--- config.mk ---
export PLATFORM = sky130hd
export DESIGN_NAME = d_rrag_latch_top
export DESIGN_NICKNAME = d
export VERILOG_FILES = /design/src/source/dr_latch_pkg.sv /design/src/source/queue_nm.sv /design/src/source/squash_unit.sv /design/src/source/credit_gate.sv /design/src/source/d_rrag_latch_top.sv
export SDC_FILE = /design/constraint.sdc
export NUM_CORES = 1
export LEC_CHECK = 0
export ABC_AREA = 1
export BUFFER_PORTS_ARGS = -buffer_cell sky130_fd_sc_hd__clkbuf_2
export CORE_MARGIN = 2
export CORE_UTILIZATION = 28
export DETAILED_ROUTE_END_ITERATION = 8
export HOLD_SLACK_MARGIN = 0.08
export PLACE_DENSITY = 0.46
export RECOVER_POWER = 100
export SETUP_SLACK_MARGIN = 0.5
export SLEW_MARGIN = 20
export SYNTH_ARGS = -nofsm -noshare
export SYNTH_HDL_FRONTEND = slang
export SYNTH_SLANG_ARGS = --single-unit
export TNS_END_PERCENT = 20
--- constraint.sdc ---
create_clock -name clk -period 9.6 [get_ports clk]
set_clock_uncertainty 0.1 [all_clocks]
set_input_delay 1.44 -clock clk [delete_from_list [all_inputs] [get_ports clk]]
set_output_delay 1.44 -clock clk [all_outputs]
set_load 0.1 [all_outputs]
--- src/source/dr_latch_pkg.sv ---
package dr_latch_pkg;

    // queue geometry
    localparam int Q_LENGTH = 8;
    // slot index width
    localparam int PTR_W = 3;
    // counts 0..Q_LENGTH inclusive, so one bit wider than a pointer
    localparam int CNT_W = 4;

    // branch predictor alias tag
    localparam int ALIAS_W = 7;

    // modifiable part of an entry
    // squash may rewrite this after the entry is stored
    typedef struct packed {
        // cleared by a matching squash
        logic               valid;
        // alias the uop was fetched under
        logic [ALIAS_W-1:0] bp_alias;
    } m_part_t;

    // non-modifiable part of an entry
    // reduced decode bundle, written once at push
    typedef struct packed {
        // fetch address of the uop
        logic [31:0] eip;
        // operand size select
        logic [1:0]  opsize;
        // gpr sources
        logic [2:0]  reg_addr1;
        logic [2:0]  reg_addr2;
        // segment register source
        logic [2:0]  seg_addr1;
        // alu function code
        logic [4:0]  aluk;
        // control transfer flag
        logic        is_br;
        // immediate operand
        logic [31:0] imm;
        // predicted target and direction from fetch
        logic [31:0] br_pred_target;
        logic        br_pred_t_nt;
    } n_part_t;

    // one modifiable part per slot, indexed by slot number
    typedef m_part_t [Q_LENGTH-1:0] m_vec_t;

    // one bit per slot
    typedef logic [Q_LENGTH-1:0] entry_mask_t;

endpackage

--- src/source/queue_nm.sv ---
`timescale 1ns/100ps

module queue_nm #(
    parameter type m_t = logic [7:0],
    parameter type n_t = logic [7:0]
) (
    input  logic                                    clk,
    input  logic                                    rst_n,
    // push side
    input  logic                                    wr,
    input  m_t                                      wr_m,
    input  n_t                                      wr_n,
    // pop side
    input  logic                                    rd,
    // synchronous flush
    input  logic                                    clr,
    // in-place update of the modifiable parts
    input  dr_latch_pkg::entry_mask_t               modify_mask,
    input  m_t [dr_latch_pkg::Q_LENGTH-1:0]         new_m_vec,
    output logic                                    full,
    output logic                                    empty,
    output logic                                    popped,
    output m_t [dr_latch_pkg::Q_LENGTH-1:0]         old_m_vec,
    output m_t                                      head_m,
    output n_t                                      head_n
);

    import dr_latch_pkg::*;

    // modifiable storage, packed so the whole vector goes out at once
    m_t [Q_LENGTH-1:0] m_mem;
    // payload storage, only written at push
    n_t                n_mem [Q_LENGTH];

    logic [PTR_W-1:0] rd_ptr;
    logic [PTR_W-1:0] wr_ptr;
    logic [CNT_W-1:0] count;

    // qualified push and pop
    logic do_wr;
    logic do_rd;

    // occupancy flags
    assign full  = (count == CNT_W'(Q_LENGTH));
    assign empty = (count == '0);

    // a read on an empty queue is dropped and returns nothing
    assign popped = rd && !empty;

    // clr discards any push or pop in the same cycle
    // push into a full queue cannot happen under credits, guard anyway
    assign do_wr = wr && !full && !clr;
    assign do_rd = popped && !clr;

    // head of queue straight from storage
    assign head_m    = m_mem[rd_ptr];
    assign head_n    = n_mem[rd_ptr];
    assign old_m_vec = m_mem;

    // pointers and count
    always_ff @(posedge clk) begin
        if (!rst_n || clr) begin
            rd_ptr <= '0;
            wr_ptr <= '0;
            count  <= '0;
        end else begin
            if (do_wr) begin
                // wrap at the last slot
                if (wr_ptr == PTR_W'(Q_LENGTH - 1)) begin
                    wr_ptr <= '0;
                end else begin
                    wr_ptr <= wr_ptr + 1'b1;
                end
            end
            if (do_rd) begin
                if (rd_ptr == PTR_W'(Q_LENGTH - 1)) begin
                    rd_ptr <= '0;
                end else begin
                    rd_ptr <= rd_ptr + 1'b1;
                end
            end
            // push and pop together leave count alone
            case ({do_wr, do_rd})
                2'b10:   count <= count + 1'b1;
                2'b01:   count <= count - 1'b1;
                default: count <= count;
            endcase
        end
    end

    // modifiable storage
    always_ff @(posedge clk) begin
        // squash update first
        for (int i = 0; i < Q_LENGTH; i++) begin
            if (modify_mask[i]) begin
                m_mem[i] <= new_m_vec[i];
            end
        end
        // incoming entry wins over a stale mask on its slot
        if (do_wr) begin
            m_mem[wr_ptr] <= wr_m;
        end
    end

    // payload storage
    always_ff @(posedge clk) begin
        if (do_wr) begin
            n_mem[wr_ptr] <= wr_n;
        end
    end

endmodule

--- src/source/squash_unit.sv ---
`timescale 1ns/100ps

module squash_unit (
    // squash request, one cycle
    input  logic                              squash,
    input  logic [dr_latch_pkg::ALIAS_W-1:0]  squash_alias,
    // current modifiable parts of all slots
    input  dr_latch_pkg::m_vec_t              old_m_vec,
    // alias of the uop decode is pushing
    input  logic [dr_latch_pkg::ALIAS_W-1:0]  dec_alias,
    output dr_latch_pkg::entry_mask_t         modify_mask,
    output dr_latch_pkg::m_vec_t              new_m_vec,
    output dr_latch_pkg::m_part_t             wr_m
);

    import dr_latch_pkg::*;

    // incoming uop hit by the same squash
    logic wr_hit;

    // per-slot alias compare
    // occupancy is not checked, empty slots get rewritten on push
    always_comb begin
        for (int i = 0; i < Q_LENGTH; i++) begin
            modify_mask[i] = squash && (old_m_vec[i].bp_alias == squash_alias);
            // alias kept, only valid drops
            new_m_vec[i].bp_alias = old_m_vec[i].bp_alias;
            new_m_vec[i].valid    = 1'b0;
        end
    end

    // same rule for the entry being written this cycle
    assign wr_hit = squash && (dec_alias == squash_alias);

    // new entry is valid unless squashed on arrival
    assign wr_m.valid    = !wr_hit;
    assign wr_m.bp_alias = dec_alias;

endmodule

--- src/source/credit_gate.sv ---
`timescale 1ns/100ps

module credit_gate (
    input  logic clk,
    input  logic rst_n,
    // flush, reloads all credits
    input  logic clr,
    // decode wants to push this cycle
    input  logic dec_req,
    // queue released an entry
    input  logic popped,
    // push into the queue
    output logic wr,
    // decode must hold its uop
    output logic dec_stall
);

    import dr_latch_pkg::*;

    // free slots as seen from decode
    logic [CNT_W-1:0] credits;
    logic             has_credit;

    assign has_credit = (credits != '0);

    // request goes through only with a credit in hand
    assign wr        = dec_req && has_credit;
    // stall only matters while a request is pending
    assign dec_stall = dec_req && !has_credit;

    // credit counter
    always_ff @(posedge clk) begin
        if (!rst_n || clr) begin
            // one credit per queue slot
            credits <= CNT_W'(Q_LENGTH);
        end else begin
            // spend on push, return on pop
            case ({wr, popped})
                2'b10:   credits <= credits - 1'b1;
                2'b01:   credits <= credits + 1'b1;
                // both or neither, net zero
                default: credits <= credits;
            endcase
        end
    end

endmodule

--- src/source/d_rrag_latch_top.sv ---
`timescale 1ns/100ps

module d_rrag_latch_top (
    input  logic                              clk,
    input  logic                              rst_n,
    input  logic                              clr,
    // decode side
    input  logic                              dec_req,
    input  dr_latch_pkg::n_part_t             dec_uop,
    input  logic [dr_latch_pkg::ALIAS_W-1:0]  dec_alias,
    output logic                              dec_stall,
    // branch squash
    input  logic                              squash,
    input  logic [dr_latch_pkg::ALIAS_W-1:0]  squash_alias,
    // rrag side
    input  logic                              rd,
    output logic                              empty,
    output dr_latch_pkg::m_part_t             head_m,
    output dr_latch_pkg::n_part_t             head_n
);

    import dr_latch_pkg::*;

    // credit gate to queue
    logic        q_wr;
    // queue back to credit gate
    logic        q_popped;
    // watched by the checker only
    logic        q_full;

    // squash path
    entry_mask_t modify_mask;
    m_vec_t      old_m_vec;
    m_vec_t      new_m_vec;
    m_part_t     wr_m;

    // decode throttle
    credit_gate credit_gate_i (
        .clk       (clk),
        .rst_n     (rst_n),
        .clr       (clr),
        .dec_req   (dec_req),
        .popped    (q_popped),
        .wr        (q_wr),
        .dec_stall (dec_stall)
    );

    // alias match over stored and incoming entries
    squash_unit squash_unit_i (
        .squash       (squash),
        .squash_alias (squash_alias),
        .old_m_vec    (old_m_vec),
        .dec_alias    (dec_alias),
        .modify_mask  (modify_mask),
        .new_m_vec    (new_m_vec),
        .wr_m         (wr_m)
    );

    // latch storage
    queue_nm #(
        .m_t (m_part_t),
        .n_t (n_part_t)
    ) queue_nm_i (
        .clk         (clk),
        .rst_n       (rst_n),
        .wr          (q_wr),
        .wr_m        (wr_m),
        .wr_n        (dec_uop),
        .rd          (rd),
        .clr         (clr),
        .modify_mask (modify_mask),
        .new_m_vec   (new_m_vec),
        .full        (q_full),
        .empty       (empty),
        .popped      (q_popped),
        .old_m_vec   (old_m_vec),
        .head_m      (head_m),
        .head_n      (head_n)
    );

endmodule

==> flow_metrics.py, run 1 <==
metrics = {
    "outcome": {
        "run_status": "finished, violations left",
        "violations": "max-capacitance violations, max-slew violations",
    },
    "setup_path": {
        "critical_path.endpoint_type": "flip-flop",
        "critical_path_class": "primary input to flip-flop",
        "timing.critical_path.slowest_cell_delay_ns": 2.57,
        "data_arrival_time_of_the_critical_path_ns": 7.33,
        "worst-r2r-cell-count": 7,
        "count_of_cell_instances_traversed_by_the_critical_path": 6,
        "timing.critical_path.fanout_max": 43,
        "timing.critical_path.from_type": "primary input",
        "cpMaxStageDelayCell": "clkbuf_1",
        "worst_ep_required_time_ns": 9.75,
        "cp_cell_sequence": "clkbuf_1 > nand2_1 > nor2_1 > nand3_1 > clkinvlp_2 > clkbuf_1",
        "timing.critical_path.max_delay_family": "buffers and inverters",
        "cell_occurring_most_often_along_the_worst_timing_path": "clkbuf_1",
        "path_buf_inv": 3,
    },
    "clock_tree": {
        "number_of_buffers_between_clock_root_and_the_deepest_sink": 3,
        "numClockSinks": 993,
        "cts_made_buffers": 112,
        "cts-htree-levels": 3,
        "cts_setup_buffers": 0,
        "clock_insertion_delay_worst_skew_ns": 0.74,
        "cts.clk_slew.worst_paths_ns": 0.06,
        "cts_hold_buf": 0,
        "root_buffer": "clkbuf_16",
        "cts.repair.resized": 0,
        "cts_tree": "done",
    },
    "timing": {
        "setup_slack_ns": 2.42,
        "final_min_period_over_clock_period_pct": 74.8,
        "slew_viol_final": 601,
        "worst-slew-pin-transition_ns": 3.76,
        "finalHoldViolations": 0,
        "finalSetupTns_ns": 0,
        "timing.fmax_ghz": 0.139,
        "rsz_0062_raised_after_global_routing": "false",
        "final_setup_violations": 0,
        "shortest_period_the_worst_path_allows_ns": 7.18,
        "max-slew-margin-rel_pct": -152,
    },
    "min_path": {
        "worstHoldPathCells": 2,
        "timing.hold.worst.class": "flip-flop to flip-flop",
    },
    "placed_design": {
        "dp_worst_setup_slack_ns": 4.57,
        "finalWeightedCongestion": 0.793,
        "detailed_place_hpwl_mm": 55.3,
        "number_of_i_o_port_buffers": 257,
    },
    "synth": {
        "syn_inst": 2960,
        "post_synth.cell_area_avg_um2": 13.5,
        "synth-edff-count": 968,
        "synth-seq-cells": 993,
        "synth.top_cells.by_area": "edfxtp_1, mux2i_1, nand2_1, o22ai_1, o21ai_0",
        "synth.yosys.seq_area_share_pct": 74.0,
        "netlist.top_cell.by_area": "edfxtp_1",
        "syn_nets": 3105,
        "yosys.cell_types.count": 30,
        "yosysWarningCount": 0,
        "ys_async_sr_fraction_pct": 0,
        "synth_top_area_share_pct": 72.8,
        "yosys_most_used_dff": "edfxtp_1",
        "synth.cell_area_um2": 39900,
    },
    "power": {
        "p_leak_uw": 0.0149,
        "fin_total_pwr_uw": 9900,
        "power_density_nw_per_um2": 214,
        "ir_drop_mv": 0.148,
    },
    "cells_and_area": {
        "num-nets-final": 3331,
        "areaGrowthSynthToFinish_pct": 15.8,
        "post_route_cells_drive_above_1_share_pct": 6.40,
        "number_of_fill_cells": 14200,
    },
    "detailed_routing": {
        "first_pass_iters": 5,
        "drt_iter0_drc": 1580,
        "final_antenna_net_count": 0,
        "drc": 0,
        "vias": 23700,
        "detail_route.wirelength_mm": 106,
        "vias_per_cell": 4.58,
        "detail_route.wl_per_cell_um": 20.5,
    },
    "global_route": {
        "number_of_antenna_violations_at_the_first_check_in_global_routing": 14,
        "grt.met3_usage_pct": 3.27,
        "grt_util_all_layers_pct": 14.3,
        "first_global_vias": 23800,
        "grt_pass1_wl_mm": 157,
        "groute.layer.met1.usage_pct": 19.0,
        "grt_start_max_net_pins": 181,
        "globalRouteMet2Util_pct": 23.5,
        "grt_remaining_overflow": 0,
        "grt.busiest_layer": "met2",
    },
    "die": {
        "initial_utilization_pct": 28.2,
        "coreArea_um2": 142000,
        "design.portCount": 258,
        "die_x_um": 382,
        "fp-row-count": 138,
        "die_h_um": 382,
        "dieArea_um2": 146000,
    },
    "flow_run": {
        "timing.max_cap.violations": 14,
    },
}
-- area by class of cell --
class	count	area, µm²	area share, %
sequential	993	29600	64.0
multi-input combinational	1708	9130	19.7
clock buffer	144	2950	6.39
tap	1890	2360	5.11
timing repair buffer	283	1210	2.61
clock inverter	63	631	1.36
inverter	88	378	0.817
antenna	3	7.51	0.0162
-- where the power goes --
part           internal, µW  switching (µW)
Sequential             4830            26.9
Combinational           134             725
Clock                  2420            1770
Total                  7380            2520
-- per-stage QoR --
step,hold slack [ns],area [µm²],util (%),instances
finish,0.370,46200,32.7,5172
global route,0.383,46200,32.7,5171
CTS,0.367,46600,32.9,5169
detailed placement,0.357,43000,30.4,4962
global placement,0.353,43000,30.4,4962
floorplan,0.338,39900,-,2960
-- sequential cells by signal (all words and copies together) (netlist names), named ones only --
signal,count
queue_nm_i.rd_ptr,3
queue_nm_i.wr_ptr,3
queue_nm_i.old_m_vec,64
queue_nm_i.n_mem,912
credit_gate_i.credits,4
queue_nm_i.count,4
-- worst paths after layout --
path / endpoint / slack, ns / startpoint
worst min-delay path: queue_nm_i.old_m_vec[31] / 0.37 / queue_nm_i.old_m_vec[31]
worst max register to register: queue_nm_i.n_mem[2][75] / 2.62 / credit_gate_i.credits[0]
worst max-delay path: queue_nm_i.n_mem[2][75] / 2.42 / dec_req
worst min register to register: queue_nm_i.old_m_vec[31] / 0.37 / queue_nm_i.old_m_vec[31]
-- worst min-delay path: cells and delay by family, from the launching register on --
| kind | cells | cell delay (ns) |
|---|---|---|
| compound gates | 1 | 0.05 |
| flops | 1 | 0.31 |
| simple gates | 1 | 0.06 |
-- placed cells by master, fill, tap and decap left out, drive strengths merged --
cell type | netlist | routed
nor2 | 341 | 341
a21oi | 45 | 45
inv | 75 | 79
xor2 | 6 | 6
edfxtp | 968 | 968
nand4 | 10 | 10
and2 | 1 | 1
or2 | 3 | 3
ha | 10 | 10
nor3 | 1 | 1
o22ai | 230 | 230
mux2i | 228 | 228
fa | 1 | 1
nand2 | 499 | 499
xnor2 | 10 | 10
clkbuf | 87 | 410
nand3 | 35 | 35
diode | 0 | 3
clkinv | 13 | 56
o21a | 7 | 7
o211ai | 6 | 6
buf | 84 | 17
clkinvlp | 0 | 7
dfxtp | 25 | 25
bufinv | 0 | 9
o21ai | 275 | 275
-- logic make-up (layout without fill, tap and decap cells) --
kind of cell	after synthesis	in the layout	synth area share [%]
AO/OA/AOI/OAI	563	563	7.86
XOR/XNOR	16	16	0.351
adder cells (fa/ha/maj)	11	11	0.363
buffers and inverters	259	578	3.03
flip-flops	993	993	74.0
multiplexers	228	228	5.71
other	0	3	0
AND/OR/NAND/NOR	890	890	8.66
-- layer usage --
metal | vias to the layer above | routed length (µm) | part of all wire (%)
met5 | - | 146 | 0.14
met2 | 509 | 50400 | 48
met3 | 175 | 5360 | 5.1
met1 | 11600 | 47600 | 45
met4 | 22 | 2360 | 2.2
li1 | 11300 | - | -
-- cells in the mapped netlist (all sizes together), types with 6 or more instances --
master and instances:
edfxtp 968, nand2 499, nor2 341, o21ai 275, o22ai 230, mux2i 228
clkbuf 87, buf 84, inv 75, a21oi 45, nand3 35, dfxtp 25
clkinv 13, ha 10, nand4 10, xnor2 10, o21a 7, o211ai 6
xor2 6
Note: power is estimated with default switching activity, not from simulation.
==> run 2, diff against run 1 <==
- clock period: 9.6 -> 7 ns (I/O delays scaled with it)
==> flow_metrics.py, run 2 (synthesis results as in run 1) <==
metrics = {
    "placed_design": {
        "number_of_i_o_port_buffers": 257,
        "detailed_place_hpwl_mm": 54.6,
        "finalWeightedCongestion": 0.792,
        "place_inst": 4963,
    },
    "detailed_routing": {
        "detail_route.wirelength_mm": 105,
        "drt_iter0_drc": 1491,
        "route.met2.wl_mm": 49.3,
        "drt-met1-wl_mm": 48.6,
        "route.met3.wl_mm": 4.70,
        "vias": 23900,
        "detail_route.wl_per_cell_um": 20.3,
        "first_pass_iters": 5,
        "maxUsedRoutingLayer": "met5",
        "final_antenna_net_count": 0,
        "vias_per_cell": 4.63,
        "drc": 0,
    },
    "timing": {
        "rsz_0062_raised_after_global_routing": "false",
        "max-slew-margin-rel_pct": -169,
        "worst-slew-pin-transition_ns": 4.03,
        "worst_hold_slack_ns": 0.363,
        "shortest_period_the_worst_path_allows_ns": 5.77,
        "finalHoldViolations": 0,
        "slew_viol_final": 842,
        "finalSetupTns_ns": 0,
        "timing.fmax_ghz": 0.173,
        "final_min_period_over_clock_period_pct": 82.5,
        "final_setup_violations": 0,
    },
    "die": {
        "dieArea_um2": 146000,
        "die_x_um": 382,
        "design.portCount": 258,
        "initial_utilization_pct": 28.2,
        "die_h_um": 382,
        "coreArea_um2": 142000,
        "fp-row-count": 138,
    },
    "clock_tree": {
        "cts.repair.resized": 0,
        "root_buffer": "clkbuf_16",
        "cts.clk_slew.worst_paths_ns": 0.06,
        "cts_setup_buffers": 0,
        "cts-htree-levels": 3,
        "cts_hold_buf": 0,
        "number_of_buffers_between_clock_root_and_the_deepest_sink": 3,
        "cts_tree": "done",
        "cts_made_buffers": 110,
        "numClockSinks": 993,
        "clock_insertion_delay_worst_skew_ns": 0.72,
    },
    "cells_and_area": {
        "post_route_cells_drive_above_1_share_pct": 7.78,
        "largest_reg_flops": 912,
        "num-nets-final": 3330,
        "antennaDiodeCount": 0,
        "layout_common_cells": "edfxtp_1, nand2_1, nor2_1",
        "number_of_fill_cells": 14200,
        "finalCoreUtilization_pct": 32.7,
        "areaGrowthSynthToFinish_pct": 15.8,
        "final_common_cell": "edfxtp_1",
        "final_cells": 5167,
        "top_register": "queue_nm_i.n_mem",
    },
    "power": {
        "switching_share_pct": 25.3,
        "power.switching_uw": 3410,
        "power_density_nw_per_um2": 291,
        "power.sequential.fraction_pct": 49.4,
        "p_leak_uw": 0.0150,
        "share_clk_of_total_power_pct": 41.7,
        "p_int_uw": 10100,
        "pwr-share-comb_pct": 8.8,
        "ir_drop_mv": 0.210,
        "fin_total_pwr_uw": 13500,
    },
    "setup_path": {
        "reg2reg_setup_slack_ns": 1.36,
        "data_arrival_time_of_the_critical_path_ns": 4.62,
        "worst_r2r_startpoint": "credit_gate_i.credits[0]",
        "r2r_end": "queue_nm_i.n_mem[6][58]",
        "timing.critical_path.fanout_max": 63,
        "timing.critical_path.from_type": "flip-flop",
        "worst_ep_required_time_ns": 5.85,
        "critical_path.endpoint_type": "output port",
        "worst-r2r-cell-count": 7,
        "critical_path_class": "flip-flop to output port",
    },
    "global_route": {
        "number_of_antenna_violations_at_the_first_check_in_global_routing": 11,
        "grt_util_all_layers_pct": 14.2,
        "grt_pass1_wl_mm": 156,
        "grt_remaining_overflow": 0,
        "first_global_vias": 23800,
        "grt_start_max_net_pins": 162,
    },
    "min_path": {
        "hold_path_startpoint": "queue_nm_i.old_m_vec[15]",
        "holdPathEnd": "queue_nm_i.old_m_vec[15]",
        "timing.hold.worst.class": "flip-flop to flip-flop",
        "worstHoldPathCells": 2,
    },
    "flow_run": {
        "timing.max_cap.violations": 14,
    },
    "outcome": {
        "violations": "max-capacitance violations, max-slew violations",
        "run_status": "finished, violations left",
    },
}
[run 2: layout make-up]
| type | instances | area (µm²) | area share [%] |
|---|---|---|---|
| Sequential cell | 993 | 29600 | 64.0 |
| Multi-Input combinational cell | 1708 | 9130 | 19.7 |
| Clock buffer | 145 | 2980 | 6.44 |
| Tap cell | 1890 | 2360 | 5.11 |
| Timing Repair Buffer | 284 | 1290 | 2.79 |
| Clock inverter | 59 | 526 | 1.14 |
| Inverter | 88 | 373 | 0.806 |
[run 2: worst max-delay path, cell delays in order, from the launching register on]
cell	delay (ns)
dfxtp_4	0.86
clkbuf_2	1.38
o21ai_0	0.26
o22ai_1	0.22
nand2_1	0.07
nand2_1	0.16
clkbuf_1	0.90
[run 2: how the worst max path moves through the flow]
stage / startpoint / end / slack (ns) / depth (start not counted)
detailed placement: flip-flop / head_n[52] / 2.70 / 7
finish: flip-flop / head_n[1] / 1.23 / 6
CTS: flip-flop / head_n[52] / 1.86 / 7
global route: flip-flop / head_n[67] / 0.87 / 7
floorplan: dec_req / queue_nm_i.n_mem[3][0] / 2.48 / 5
global placement: flip-flop / head_n[52] / 2.69 / 7
[run 2: through the flow]
| step | setup slack, ns | instance area, µm² |
|---|---|---|
| 2_1_floorplan | 2.48 | 39900 |
| 5_1_grt | 0.869 | 46200 |
| 6_report | 1.23 | 46200 |
| 3_3_place_gp | 2.69 | 43100 |
| 3_5_place_dp | 2.70 | 43100 |
| 4_1_cts | 1.86 | 46600 |
[run 2: metal layers]
layer	track usage, %	vias up
li1	-	11300
met4	3.74	20
met1	19.3	11900
met3	2.98	164
met2	23.0	479
met5	0	-
[run 2: power groups by stage]
stage	Combinational, µW	Clock, µW	Sequential, µW
6_report	1190	5610	6650
5_1_grt	1270	6020	6660
4_1_cts	1230	5800	6650
3_5_place_dp	1230	0	6770
3_3_place_gp	1230	0	6770
2_1_floorplan	899	0	6770
==> run 3, diff against run 2 <==
- PLACE_DENSITY: 0.46 -> 0.47
- clock period: 7 -> 4.95 ns (I/O delays scaled with it)
==> flow_metrics.py, run 3 (synthesis results as in run 1) <==
metrics = {
    "timing": {
        "finalSetupTns_ns": 0,
        "final_setup_violations": 0,
        "slew_viol_final": 321,
        "finalHoldViolations": 0,
        "rsz_0062_raised_after_global_routing": "false",
        "worst-slew-pin-transition_ns": 1.94,
        "max-slew-margin-rel_pct": -29.6,
        "shortest_period_the_worst_path_allows_ns": 4.46,
        "final_min_period_over_clock_period_pct": 90.2,
        "timing.fmax_ghz": 0.224,
    },
    "global_route": {
        "first_global_vias": 24000,
        "number_of_antenna_violations_at_the_first_check_in_global_routing": 9,
        "grt_remaining_overflow": 0,
        "grt_pass1_wl_mm": 157,
        "grt_util_all_layers_pct": 14.3,
        "grt_start_max_net_pins": 135,
    },
    "setup_path": {
        "critical_path.endpoint_type": "output port",
        "timing.critical_path.from_type": "flip-flop",
        "cp_cell_sequence": "inv_4 > nand2_1 > nand2_1 > clkbuf_1",
        "cpMaxStageDelayCell": "inv_4",
        "path_buf_inv": 2,
        "reg2reg_setup_slack_ns": 0.58,
        "critical_path_class": "flip-flop to output port",
        "timing.critical_path.max_delay_family": "buffers and inverters",
        "r2r_end": "queue_nm_i.n_mem[2][51]",
        "worst-r2r-cell-count": 8,
        "worst_r2r_startpoint": "credit_gate_i.credits[0]",
        "timing.critical_path.slowest_cell_delay_ns": 1.00,
        "data_arrival_time_of_the_critical_path_ns": 3.62,
        "timing.critical_path.fanout_max": 85,
        "cell_occurring_most_often_along_the_worst_timing_path": "nand2_1",
        "worst_ep_required_time_ns": 4.11,
    },
    "detailed_routing": {
        "detail_route.wirelength_mm": 106,
        "detail_route.wl_per_cell_um": 20.4,
        "vias": 24100,
        "final_antenna_net_count": 0,
        "drt_iter0_drc": 1799,
        "vias_per_cell": 4.65,
        "drc": 0,
        "first_pass_iters": 7,
    },
    "die": {
        "initial_utilization_pct": 28.2,
        "die_x_um": 382,
        "die_h_um": 382,
        "coreArea_um2": 142000,
        "dieArea_um2": 146000,
        "design.portCount": 258,
        "fp-row-count": 138,
    },
    "min_path": {
        "hold_path_startpoint": "rst_n",
        "timing.hold.worst.class": "primary input to flip-flop",
        "worstHoldPathCells": 3,
        "holdPathEnd": "credit_gate_i.credits[1]",
    },
    "clock_tree": {
        "cts_hold_buf": 0,
        "cts.clk_slew.worst_paths_ns": 0.06,
        "clock_insertion_delay_worst_skew_ns": 0.73,
        "number_of_buffers_between_clock_root_and_the_deepest_sink": 3,
        "numClockSinks": 993,
        "cts-htree-levels": 3,
        "root_buffer": "clkbuf_16",
        "cts_made_buffers": 109,
        "cts_tree": "done",
    },
    "placed_design": {
        "number_of_i_o_port_buffers": 257,
        "finalWeightedCongestion": 0.811,
        "post_dp_cell_area_um2": 43500,
        "detailed_place_hpwl_mm": 60.5,
        "place_inst": 4986,
    },
    "power": {
        "power_density_nw_per_um2": 406,
        "p_leak_uw": 0.0151,
        "ir_drop_mv": 0.278,
        "fin_total_pwr_uw": 18800,
    },
    "cells_and_area": {
        "top_register": "queue_nm_i.n_mem",
        "finalCoreUtilization_pct": 32.7,
        "number_of_fill_cells": 14200,
        "post_route_cells_drive_above_1_share_pct": 8.87,
        "largest_reg_flops": 912,
        "final_common_cell": "edfxtp_1",
        "layout_common_cells": "edfxtp_1, nand2_1, nor2_1",
        "areaGrowthSynthToFinish_pct": 16.0,
        "num-nets-final": 3352,
        "final_cells": 5194,
        "layout.cell_area.non_filler_um2": 46300,
    },
    "outcome": {
        "violations": "max-capacitance violations, max-slew violations",
        "run_status": "finished, violations left",
    },
    "flow_run": {
        "timing.max_cap.violations": 6,
    },
}
run 3: cell types whose count changed in the layout (fill, tap and decap cells not counted), moves of 3 or more:
cell and delta:
clkinv_8 -3, buf_12 +4, clkinvlp_4 +3, clkbuf_8 -3, clkbuf_4 +6, clkbuf_1 -12
buf_4 +6, bufinv_16 -3, clkbuf_2 +21, clkinv_2 +4
run 3: per-layer routing:
layer | track usage, % | vias to the layer above | routed length [µm]
li1 | - | 11400 | -
met1 | 19.0 | 12100 | 47900
met2 | 23.7 | 527 | 50700
met3 | 2.81 | 149 | 4890
met4 | 3.81 | 12 | 2200
met5 | 0 | - | 83
run 3: worst max path at each step:
stage	slack (ns)	depth (start not counted)	startpoint	to
final	0.49	4	flip-flop	head_n[10]
after global routing	0.30	7	flip-flop	head_n[47]
after CTS	0.70	7	queue_nm_i.rd_ptr[0]	head_m[4]
after detailed placement	1.54	7	queue_nm_i.rd_ptr[0]	head_m[4]
after global placement	1.55	7	queue_nm_i.rd_ptr[0]	head_m[0]
after floorplan	0.74	5	dec_req	queue_nm_i.n_mem[3][0]
run 3: final cells by class:
class	instances	area, µm²	area share (%)
Tap cell	1890	2360	5.10
Sequential cell	993	29600	63.8
Clock inverter	61	458	0.988
Clock buffer	145	2930	6.31
Antenna cell	2	5.00	0.0108
Multi-Input combinational cell	1708	9130	19.7
Inverter	88	372	0.802
Timing Repair Buffer	307	1520	3.27
run 3: stage by stage:
stage | setup slack (ns) | hold slack, ns
2_1_floorplan | 0.742 | 0.338
3_3_place_gp | 1.55 | 0.354
3_5_place_dp | 1.54 | 0.355
4_1_cts | 0.697 | 0.104
5_1_grt | 0.298 | 0.186
6_report | 0.486 | 0.222
run 3: where the power goes:
group          switching (µW)  total (µW)  leakage [µW]  internal (µW)
Sequential               48.0        9400       0.00885           9350
Combinational            1430        1710       0.00458            279
Clock                    3340        7710       0.00164           4360
Total                    4820       18800        0.0151          14000
run 3: timing repair:
action,in CTS,in global routing
endpoints found under the setup margin,0,1
resized for setup,0,1
buffers inserted,0,0
run 3: tightest hold or removal path: cells and delay by family:
kind	cells	cell delay, ns
buf+inv	1	0.08
simple gates	1	0.12
compound gates	1	0.05
